## config.mk

```make
export PLATFORM = sky130hd
export DESIGN_NAME = u2_ctrl_top
export DESIGN_NICKNAME = d
export VERILOG_FILES = /design/src/u2_ctrl_pkg.sv /design/src/u2_ctrl_top.sv /design/src/readback_mux.sv /design/src/pic.sv /design/src/control_regs.sv /design/src/settings_bus.sv /design/src/wb_decoder.sv
export SDC_FILE = /design/constraint.sdc
export NUM_CORES = 1
export LEC_CHECK = 0
export BUFFER_PORTS_ARGS = -buffer_cell sky130_fd_sc_hd__buf_2
export CAP_MARGIN = 0
export CORE_ASPECT_RATIO = 2
export CORE_UTILIZATION = 33
export CTS_CLUSTER_DIAMETER = 80
export DETAILED_ROUTE_END_ITERATION = 6
export PLACE_DENSITY = 0.53
export SLEW_MARGIN = 20
export SYNTH_ARGS = -nofsm -noshare
export SYNTH_HDL_FRONTEND = slang
export SYNTH_SLANG_ARGS = --single-unit
```

## constraint.sdc

```tcl
create_clock -name dsp_clk -period 8.85 [get_ports dsp_clk]
set_input_delay 0.4425 -clock dsp_clk [delete_from_list [all_inputs] [get_ports dsp_clk]]
set_output_delay 0.4425 -clock dsp_clk [all_outputs]
set_load 0.005 [all_outputs]
```

## src/u2_ctrl_pkg.sv

```systemverilog
/* Bus widths, address map and setting addresses for the control core
   Packed structs for the Wishbone request and response, the settings bus and the pin groups */

`default_nettype none

package u2_ctrl_pkg;

   // Wishbone geometry
   localparam int WB_DW    = 32;  // Data width
   localparam int WB_AW    = 16;  // Byte address width
   localparam int WB_SW    = 4;   // One select bit per byte lane
   localparam int DECODE_W = 6;   // Upper address bits seen by the decoder

   ////////////////////
   // Slave decode values
   localparam logic [DECODE_W-1:0] SLV_RDBK     = 6'b1100_11;  // Status readback window
   localparam logic [DECODE_W-1:0] SLV_SETTINGS = 6'b1101_01;  // Settings bus writes
   localparam logic [DECODE_W-1:0] SLV_PIC      = 6'b1101_10;  // Interrupt controller

   ////////////////////
   // Setting register addresses
   localparam logic [7:0] SR_CLK     = 8'd0;
   localparam logic [7:0] SR_SER     = 8'd1;
   localparam logic [7:0] SR_ADC     = 8'd2;
   localparam logic [7:0] SR_LED     = 8'd3;
   localparam logic [7:0] SR_PHY     = 8'd4;
   localparam logic [7:0] SR_LED_SRC = 8'd8;

   // Interrupt line count
   localparam int NUM_IRQ = 8;

   ////////////////////
   // Bus and pin structs

   // Master side of a Wishbone cycle
   typedef struct packed {
      logic [WB_AW-1:0] adr;
      logic [WB_DW-1:0] dat;
      logic [WB_SW-1:0] sel;
      logic             we;
      logic             cyc;
      logic             stb;
   } wb_req_t;

   // Slave answer
   typedef struct packed {
      logic [WB_DW-1:0] dat;
      logic             ack;
      logic             err;
   } wb_rsp_t;

   // One-cycle setting write
   typedef struct packed {
      logic        stb;
      logic [7:0]  addr;
      logic [31:0] data;
   } set_bus_t;

   // Field order matches the low data bits of each setting word
   typedef struct packed {
      logic       clock_ready;
      logic [1:0] clk_en;
      logic [1:0] clk_sel;
   } clock_ctrl_t;

   typedef struct packed {
      logic enable;
      logic prbsen;
      logic loopen;
      logic rx_en;
   } serdes_ctrl_t;

   typedef struct packed {
      logic oe_a;
      logic on_a;
      logic oe_b;
      logic on_b;
   } adc_ctrl_t;

endpackage

`default_nettype wire
```

## src/u2_ctrl_top.sv

```systemverilog
/* Control-plane top level
   Decoder, settings bus, setting registers, interrupt controller and readback window */

`timescale 1ns/1ps
`default_nettype none

module u2_ctrl_top #(
   parameter int NUM_IRQ = u2_ctrl_pkg::NUM_IRQ
) (
   input  wire                  dsp_clk,
   input  wire                  wb_rst,
   // Bus master
   input  wire u2_ctrl_pkg::wb_req_t  wb_req_i,
   output u2_ctrl_pkg::wb_rsp_t       wb_rsp_o,
   // Interrupt and status inputs
   input  wire [NUM_IRQ-1:0]    irq_i,
   input  wire                  clk_status_i,
   input  wire                  serdes_link_up_i,
   input  wire                  sim_mode_i,
   input  wire [3:0]            clock_divider_i,
   // Pins
   output u2_ctrl_pkg::clock_ctrl_t   clock_ctrl_o,
   output u2_ctrl_pkg::serdes_ctrl_t  serdes_ctrl_o,
   output u2_ctrl_pkg::adc_ctrl_t     adc_ctrl_o,
   output logic                 phy_resetn_o,
   output logic [7:0]           leds_o,
   output logic                 int_o
);

   import u2_ctrl_pkg::*;

   wb_req_t            rdbk_req;
   wb_req_t            set_req;
   wb_req_t            pic_req;
   wb_rsp_t            rdbk_rsp;
   wb_rsp_t            set_rsp;
   wb_rsp_t            pic_rsp;
   set_bus_t           set_bus;
   logic [NUM_IRQ-1:0] pending;

   ////////////////////
   // Bus fabric
   wb_decoder u_decoder (
      .dsp_clk   (dsp_clk),
      .wb_rst    (wb_rst),
      .m_req_i   (wb_req_i),
      .m_rsp_o   (wb_rsp_o),
      .rdbk_req_o(rdbk_req),
      .set_req_o (set_req),
      .pic_req_o (pic_req),
      .rdbk_rsp_i(rdbk_rsp),
      .set_rsp_i (set_rsp),
      .pic_rsp_i (pic_rsp)
   );

   ////////////////////
   // Settings path
   settings_bus u_settings (
      .dsp_clk(dsp_clk),
      .wb_rst (wb_rst),
      .req_i  (set_req),
      .rsp_o  (set_rsp),
      .set_o  (set_bus)
   );

   control_regs u_regs (
      .dsp_clk         (dsp_clk),
      .wb_rst          (wb_rst),
      .set_i           (set_bus),
      .clk_status_i    (clk_status_i),
      .serdes_link_up_i(serdes_link_up_i),
      .clock_ctrl_o    (clock_ctrl_o),
      .serdes_ctrl_o   (serdes_ctrl_o),
      .adc_ctrl_o      (adc_ctrl_o),
      .phy_resetn_o    (phy_resetn_o),
      .leds_o          (leds_o)
   );

   ////////////////////
   // Interrupts and status

   // Raw lines feed both the controller and the readback window
   pic #(.NUM_IRQ(NUM_IRQ)) u_pic (
      .dsp_clk  (dsp_clk),
      .wb_rst   (wb_rst),
      .req_i    (pic_req),
      .rsp_o    (pic_rsp),
      .irq_i    (irq_i),
      .pending_o(pending),
      .int_o    (int_o)
   );

   readback_mux #(.NUM_IRQ(NUM_IRQ)) u_rdbk (
      .dsp_clk        (dsp_clk),
      .wb_rst         (wb_rst),
      .req_i          (rdbk_req),
      .rsp_o          (rdbk_rsp),
      .irq_i          (irq_i),
      .pending_i      (pending),
      .sim_mode_i     (sim_mode_i),
      .clock_divider_i(clock_divider_i)
   );

endmodule

`default_nettype wire

```

## src/readback_mux.sv

```systemverilog
/* Sixteen-word status readback window
   Free-running cycle counter and priority encoder over the raw interrupt lines */

`timescale 1ns/1ps
`default_nettype none

module readback_mux #(
   parameter int NUM_IRQ = u2_ctrl_pkg::NUM_IRQ
) (
   input  wire                  dsp_clk,
   input  wire                  wb_rst,
   input  wire u2_ctrl_pkg::wb_req_t  req_i,
   output u2_ctrl_pkg::wb_rsp_t       rsp_o,
   input  wire [NUM_IRQ-1:0]    irq_i,
   input  wire [NUM_IRQ-1:0]    pending_i,
   input  wire                  sim_mode_i,
   input  wire [3:0]            clock_divider_i
);

   import u2_ctrl_pkg::*;

   logic             req_new;
   logic             ack_q;
   logic [WB_DW-1:0] dat_q;
   logic [WB_DW-1:0] word;
   logic [WB_DW-1:0] prio;
   logic [31:0]      cycle_cnt;

   assign req_new = req_i.cyc & req_i.stb & ~ack_q;

   // Counts every clock out of reset
   always_ff @(posedge dsp_clk) begin
      if (wb_rst) begin
         cycle_cnt <= '0;
         ack_q     <= 1'b0;
      end else begin
         cycle_cnt <= cycle_cnt + 32'd1;
         ack_q     <= req_new;
      end
   end

   // Highest set line plus one, zero when idle
   always_comb begin
      prio = '0;
      for (int i = 0; i < NUM_IRQ; i++) begin
         if (irq_i[i]) begin
            prio = WB_DW'(i + 1);
         end
      end
   end

   ////////////////////
   // Word select

   always_comb begin
      case (req_i.adr[5:2])
         4'd9:    word = {sim_mode_i, 27'b0, clock_divider_i};
         4'd12:   word = WB_DW'(pending_i);
         4'd13:   word = WB_DW'(irq_i);
         4'd14:   word = prio;
         4'd15:   word = cycle_cnt;
         default: word = '0;  // Buffer status words, not present
      endcase
   end

   always_ff @(posedge dsp_clk) begin
      if (req_new) begin
         dat_q <= word;
      end
   end

   assign rsp_o = '{dat: dat_q, ack: ack_q, err: 1'b0};

endmodule

`default_nettype wire

```

## src/pic.sv

```systemverilog
/* Interrupt controller with edge-latched pending bits
   Word 0 mask, word 1 pending with write-one-to-clear */

`timescale 1ns/1ps
`default_nettype none

module pic #(
   parameter int NUM_IRQ = u2_ctrl_pkg::NUM_IRQ
) (
   input  wire                  dsp_clk,
   input  wire                  wb_rst,
   input  wire u2_ctrl_pkg::wb_req_t  req_i,
   output u2_ctrl_pkg::wb_rsp_t       rsp_o,
   input  wire [NUM_IRQ-1:0]    irq_i,
   output logic [NUM_IRQ-1:0]   pending_o,
   output logic                 int_o
);

   import u2_ctrl_pkg::*;

   logic                req_new;
   logic                wr_mask;
   logic                wr_clr;
   logic                ack_q;
   logic [WB_DW-1:0]    dat_q;
   logic [NUM_IRQ-1:0]  irq_q;
   logic [NUM_IRQ-1:0]  irq_d;
   logic [NUM_IRQ-1:0]  rise;
   logic [NUM_IRQ-1:0]  clr;
   logic [NUM_IRQ-1:0]  mask_q;
   logic [NUM_IRQ-1:0]  pend_q;

   // Bus decode, address bit 2 selects the word
   assign req_new = req_i.cyc & req_i.stb & ~ack_q;
   assign wr_mask = req_new & req_i.we & ~req_i.adr[2];
   assign wr_clr  = req_new & req_i.we & req_i.adr[2];
   assign clr     = wr_clr ? req_i.dat[NUM_IRQ-1:0] : '0;

   // Low in the previous sample, high in this one
   assign rise = irq_q & ~irq_d;

   ////////////////////
   // Interrupt state

   always_ff @(posedge dsp_clk) begin
      if (wb_rst) begin
         irq_q  <= '0;
         irq_d  <= '0;
         mask_q <= '0;
         pend_q <= '0;
         ack_q  <= 1'b0;
      end else begin
         irq_q <= irq_i;
         irq_d <= irq_q;
         ack_q <= req_new;
         if (wr_mask) begin
            mask_q <= req_i.dat[NUM_IRQ-1:0];
         end
         // A new edge beats a clear in the same cycle
         pend_q <= (pend_q & ~clr) | rise;
      end
   end

   // Read data captured with the access
   always_ff @(posedge dsp_clk) begin
      if (req_new) begin
         dat_q <= req_i.adr[2] ? WB_DW'(pend_q) : WB_DW'(mask_q);
      end
   end

   assign rsp_o     = '{dat: dat_q, ack: ack_q, err: 1'b0};
   assign pending_o = pend_q;
   assign int_o     = |(pend_q & mask_q);

endmodule

`default_nettype wire

```

## src/control_regs.sv

```systemverilog
/* Setting register bank for clock, SERDES, ADC and PHY pins
   Software LED register and per-bit LED source selection */

`timescale 1ns/1ps
`default_nettype none

module control_regs (
   input  wire                  dsp_clk,
   input  wire                  wb_rst,
   input  wire u2_ctrl_pkg::set_bus_t set_i,
   // Status seen on the hardware LEDs
   input  wire                  clk_status_i,
   input  wire                  serdes_link_up_i,
   // Pin groups
   output u2_ctrl_pkg::clock_ctrl_t   clock_ctrl_o,
   output u2_ctrl_pkg::serdes_ctrl_t  serdes_ctrl_o,
   output u2_ctrl_pkg::adc_ctrl_t     adc_ctrl_o,
   output logic                 phy_resetn_o,
   output logic [7:0]           leds_o
);

   import u2_ctrl_pkg::*;

   clock_ctrl_t  clk_q;
   serdes_ctrl_t ser_q;
   adc_ctrl_t    adc_q;
   logic         phy_q;
   logic [7:0]   led_sw_q;
   logic [7:0]   led_src_q;
   logic [7:0]   led_hw;

   ////////////////////
   // Register bank

   // Low data bits load the field, unknown addresses are ignored
   always_ff @(posedge dsp_clk) begin
      if (wb_rst) begin
         clk_q     <= '0;
         ser_q     <= '0;
         adc_q     <= '0;
         phy_q     <= 1'b0;
         led_sw_q  <= '0;
         led_src_q <= '0;
      end else if (set_i.stb) begin
         case (set_i.addr)
            SR_CLK:     clk_q     <= set_i.data[$bits(clock_ctrl_t)-1:0];
            SR_SER:     ser_q     <= set_i.data[$bits(serdes_ctrl_t)-1:0];
            SR_ADC:     adc_q     <= set_i.data[$bits(adc_ctrl_t)-1:0];
            SR_LED:     led_sw_q  <= set_i.data[7:0];
            SR_PHY:     phy_q     <= set_i.data[0];
            SR_LED_SRC: led_src_q <= set_i.data[7:0];
            default: ;
         endcase
      end
   end

   ////////////////////
   // Pin outputs

   assign clock_ctrl_o  = clk_q;
   assign serdes_ctrl_o = ser_q;
   assign adc_ctrl_o    = adc_q;

   // Bit 0 of the PHY word holds the part in reset
   assign phy_resetn_o = ~phy_q;

   // Hardware status word, upper LEDs have no hardware source
   assign led_hw = {6'b0, clk_status_i, serdes_link_up_i};

   // Source bit set picks hardware, clear picks software
   assign leds_o = (led_src_q & led_hw) | (~led_src_q & led_sw_q);

endmodule

`default_nettype wire

```

## src/settings_bus.sv

```systemverilog
/* Wishbone slave for the settings window
   Each write becomes a one-cycle strobe with word address and data */

`timescale 1ns/1ps
`default_nettype none

module settings_bus (
   input  wire                  dsp_clk,
   input  wire                  wb_rst,
   input  wire u2_ctrl_pkg::wb_req_t  req_i,
   output u2_ctrl_pkg::wb_rsp_t       rsp_o,
   output u2_ctrl_pkg::set_bus_t      set_o
);

   import u2_ctrl_pkg::*;

   logic             req_new;
   logic             ack_q;
   logic             stb_q;
   logic [7:0]       addr_q;
   logic [WB_DW-1:0] data_q;

   // First cycle of a strobe, the ack of the previous cycle blocks a repeat
   assign req_new = req_i.cyc & req_i.stb & ~ack_q;

   // Control flags
   always_ff @(posedge dsp_clk) begin
      if (wb_rst) begin
         ack_q <= 1'b0;
         stb_q <= 1'b0;
      end else begin
         ack_q <= req_new;
         stb_q <= req_new & req_i.we;
      end
   end

   // Word address and payload, captured with the strobe
   always_ff @(posedge dsp_clk) begin
      if (req_new & req_i.we) begin
         addr_q <= req_i.adr[9:2];
         data_q <= req_i.dat;
      end
   end

   assign set_o = '{stb: stb_q, addr: addr_q, data: data_q};

   // Write-only window, reads give zero
   assign rsp_o = '{dat: '0, ack: ack_q, err: 1'b0};

endmodule

`default_nettype wire

```

## src/wb_decoder.sv

```systemverilog
/* Single-master Wishbone address decoder
   Strobe gating per slave, response multiplexer, error reply for unmapped space */

`timescale 1ns/1ps
`default_nettype none

module wb_decoder (
   input  wire                  dsp_clk,
   input  wire                  wb_rst,
   // Master port
   input  wire u2_ctrl_pkg::wb_req_t  m_req_i,
   output u2_ctrl_pkg::wb_rsp_t       m_rsp_o,
   // Slave ports
   output u2_ctrl_pkg::wb_req_t       rdbk_req_o,
   output u2_ctrl_pkg::wb_req_t       set_req_o,
   output u2_ctrl_pkg::wb_req_t       pic_req_o,
   input  wire u2_ctrl_pkg::wb_rsp_t  rdbk_rsp_i,
   input  wire u2_ctrl_pkg::wb_rsp_t  set_rsp_i,
   input  wire u2_ctrl_pkg::wb_rsp_t  pic_rsp_i
);

   import u2_ctrl_pkg::*;

   logic [DECODE_W-1:0] dec;
   logic                hit_rdbk;
   logic                hit_set;
   logic                hit_pic;
   logic                miss;
   logic                err_q;

   // Same request to every slave, strobe only where the address lands
   function automatic wb_req_t gate_req(input wb_req_t req, input logic hit);
      wb_req_t g;
      g     = req;
      g.cyc = req.cyc & hit;
      g.stb = req.stb & hit;
      return g;
   endfunction

   // Upper address bits select the slave
   assign dec      = m_req_i.adr[WB_AW-1 -: DECODE_W];
   assign hit_rdbk = (dec == SLV_RDBK);
   assign hit_set  = (dec == SLV_SETTINGS);
   assign hit_pic  = (dec == SLV_PIC);
   assign miss     = ~(hit_rdbk | hit_set | hit_pic);

   assign rdbk_req_o = gate_req(m_req_i, hit_rdbk);
   assign set_req_o  = gate_req(m_req_i, hit_set);
   assign pic_req_o  = gate_req(m_req_i, hit_pic);

   ////////////////////
   // Unmapped space

   // One-cycle err pulse, the master drops stb after it
   always_ff @(posedge dsp_clk) begin
      if (wb_rst) begin
         err_q <= 1'b0;
      end else begin
         err_q <= miss & m_req_i.cyc & m_req_i.stb & ~err_q;
      end
   end

   ////////////////////
   // Response path

   // Address is held until the reply, so it also picks the response
   always_comb begin
      case (dec)
         SLV_RDBK:     m_rsp_o = rdbk_rsp_i;
         SLV_SETTINGS: m_rsp_o = set_rsp_i;
         SLV_PIC:      m_rsp_o = pic_rsp_i;
         default:      m_rsp_o = '{dat: '0, ack: 1'b0, err: err_q};
      endcase
   end

endmodule

`default_nettype wire

```

==> results.tsv <==
stage	metric	value	unit
placement	post_dp_cell_area	0.00717	sq mm
power	power.leakage	0.00303	uW
floorplanning	die_w	101	microns
logic_synthesis	yosys.area.top_type_share	0.309	
clock_network	insertion_delay	0.42	ns
cells_and_area	diodes	0	
timing	hold_violations	0	
setup_path	cp_num_buf_inv	0	
logic_synthesis	synth_area_per_cell	10.8	sq um
grt	grt_use_total	0.165	
timing	max_freq	386	MHz
cells_and_area	nets	768	
routing	drc_errors	0	
worst_hold_path	hold_start	wb_req_i[45]	
cells_and_area	drive_above_1_share	0.230	
floorplanning	num_rows	71	
floorplanning	die_y	199	microns
clock_network	clkTransAtPathRegs	0.06	ns
timing	setup-tns-final	0	ns
timing	rsz0062_at_grt	false	
logic_synthesis	synth_ff_type	dfxtp_1	
setup_path	cp_slowest_cell	nor3b_2	
routing	routed_wl	15.6	mm
routing	viasPerCell	4.80	
grt	grt_pass1_vias	4695	
routing	vias	4626	
logic_synthesis	synth_cell_type_count	44	
cells_and_area	area_growth_syn_to_layout	21.9	%
cells_and_area	fin_area	0.00783	sq mm
routing	wire_per_inst	16.2	microns
setup_path	arrival	2.89	ns
grt	grt_max_degree	100	
timing	period_needed	2.59	ns
setup_path	criticalPathCategory	flop to flop	
clock_network	cts_tree	built	
clock_network	cts.root.buffer_cell	clkbuf_16	
timing	setup_viol	0	
timing	worst_pin_slew	1.01	ns
logic_synthesis	synth_common_cells	99 x dfxtp_1, 67 x nor2_1, 56 x edfxtp_1	
flow_run	drv_cap	0	
clock_network	htreeDepth	4	
logic_synthesis	yosysSeqAreaShare	0.571	
clock_network	post-cts-setup-buffers	0	
setup_path	r2r-start	u_settings.addr_q[4]	
logic_synthesis	synth.most_common_cell	dfxtp_1	
logic_synthesis	syn_inst	596	
grt	grt_pass1_wl	24.7	mm
logic_synthesis	synth-seq-cells	155	
grt	grt_overflow_total	0	
setup_path	cp-start-kind	flop	
timing	finalMaxSlewViolations	0	
floorplanning	ioPinCount	129	
setup_path	cp-end-kind	flop	
logic_synthesis	syn_nets	669	
clock_network	cts-hold-fix-buffers	0	
logic_synthesis	yosys_warnings	0	
floorplanning	coreArea	0.0189	sq mm
floorplanning	dieArea	0.0201	sq mm
setup_path	cp_cell_sequence	or4b_4, or4_4, nor3b_2, mux2i_1, nor2_1	
floorplanning	initial_core_util	0.339	
logic_synthesis	synth_largest_area_cell	dfxtp_1	
logic_synthesis	yosys-top-cells-area	dfxtp_1 31%, edfxtp_1 26%, and2_1 4.7%	
timing	fin_skew	0.00930	ns
worst_hold_path	hold_path.class	input port to flop	
power	ir_worst_vdd	106	uV
routing	initialDrtViolationCount	190	
clock_network	numClockSinks	155	
grt	antenna_found_initial	0	
placement	routabilityCongestion	0.765	
timing	period_share	0.293	
status	outcome	completed	
logic_synthesis	syn_area	0.00642	sq mm
setup_path	crit_required	9.15	ns
power	p_total	1560	uW
setup_path	cpLargestDelayFamily	simple AND/OR/NAND/NOR gates	
routing	final_antenna_net_count	0	
clock_network	cts_buffers	17	
logic_synthesis	synth-edff-count	56	
power	p_per_area	199	mW/mm^2
placement	port_buffers	98	
setup_path	cp_max_fo	8	
timing	maxSlewHeadroom	0.325	
setup_path	max_stage_delay	0.74	ns
placement	dp.final_hpwl	11.2	mm
logic_synthesis	synthArstFlopShare	0	
setup_path	cp-startpoint	u_settings.addr_q[4]	
routing	first_pass_iters	4	
clock_network	cts.path.max_buffers	2	
clock_network	cts_resized	0	
-- final timing paths --
check	endpoint	slack (ns)	cells after the start
setup reg to reg	u_regs.led_src_q[4]	6.26	5
setup / recovery	u_regs.led_src_q[4]	6.26	5
hold / removal	u_settings.addr_q[4]	0.20	1
hold reg to reg	u_decoder.err_q	0.42	1
-- registers in the layout, indices dropped and copies added, names as in the netlist, 5 cells and up --
register             count
u_pic.irq_d              8
u_regs.led_sw_q          8
u_settings.addr_q        8
u_rdbk.cycle_cnt        32
u_rdbk.dat_q            32
u_pic.dat_q              8
u_pic.mask_q             8
u_regs.clock_ctrl_o      5
u_pic.pending_o          8
u_pic.irq_q              8
u_settings.data_q        8
u_regs.led_src_q         8
-- layout by cell type, fill, tap and decap left out, types with 17 or more instances in the layout --
cell and instances:
dfxtp_1 99, buf_2 98, nor2_1 67, edfxtp_1 56, and2_1 48, nand2_1 43, nor2b_1 32, mux2i_1 25
nand3_1 24, a21oi_1 22, clkbuf_16 21, xor2_1 19, mux2_2 17
-- area by class of cell --
type,instances,area (sq um)
Fill cell,1887,11100
Sequential cell,155,3660
Multi-Input combinational cell,408,2630
Timing Repair Buffer,104,556
Clock buffer,25,551
Tap cell,255,319
Clock inverter,7,73.8
Inverter,9,33.8
-- cells by family (layout without fill, tap and decap cells) --
family,count (synthesis),in the layout,synth area share
multiplexers,42,42,0.0688
buffers and inverters,33,145,0.0226
XOR/XNOR,26,26,0.0355
flip-flops,155,155,0.571
AND/OR/NAND/NOR,279,279,0.237
AO/OA/AOI/OAI,60,60,0.0633
adder cells (fa/ha/maj),1,1,0.00195
-- report_power, final --
part	total [uW]	leakage, uW	internal [uW]	switching, uW
Combinational	54.6	0.00137	23.4	31.3
Sequential	749	0.00136	743	6.07
Clock	752	0.000304	463	289
Total	1560	0.00303	1230	326
-- stage by stage --
step | instances | setup WS (ns) | util | hold WS, ns
after global placement | 930 | 6.25 | 0.379 | 0.409
after floorplan | 596 | 4.75 | - | 0.400
after detailed placement | 930 | 6.20 | 0.379 | 0.415
final | 963 | 6.26 | 0.414 | 0.201
after global routing | 963 | 6.12 | 0.414 | 0.185
after CTS | 962 | 6.19 | 0.412 | 0.184
-- routing by layer --
| metal | vias to the layer above | routed length (microns) | GRT usage | part of all wire |
|---|---|---|---|---|
| met5 | - | 0 | 0 | 0 |
| li1 | 2290 | - | - | - |
| met3 | 17 | 522 | 0.0308 | 0.033 |
| met1 | 2234 | 5880 | 0.163 | 0.38 |
| met2 | 85 | 8960 | 0.326 | 0.57 |
| met4 | 0 | 264 | 0.0676 | 0.017 |
No activity file was read; power rests on OpenSTA's default activity.
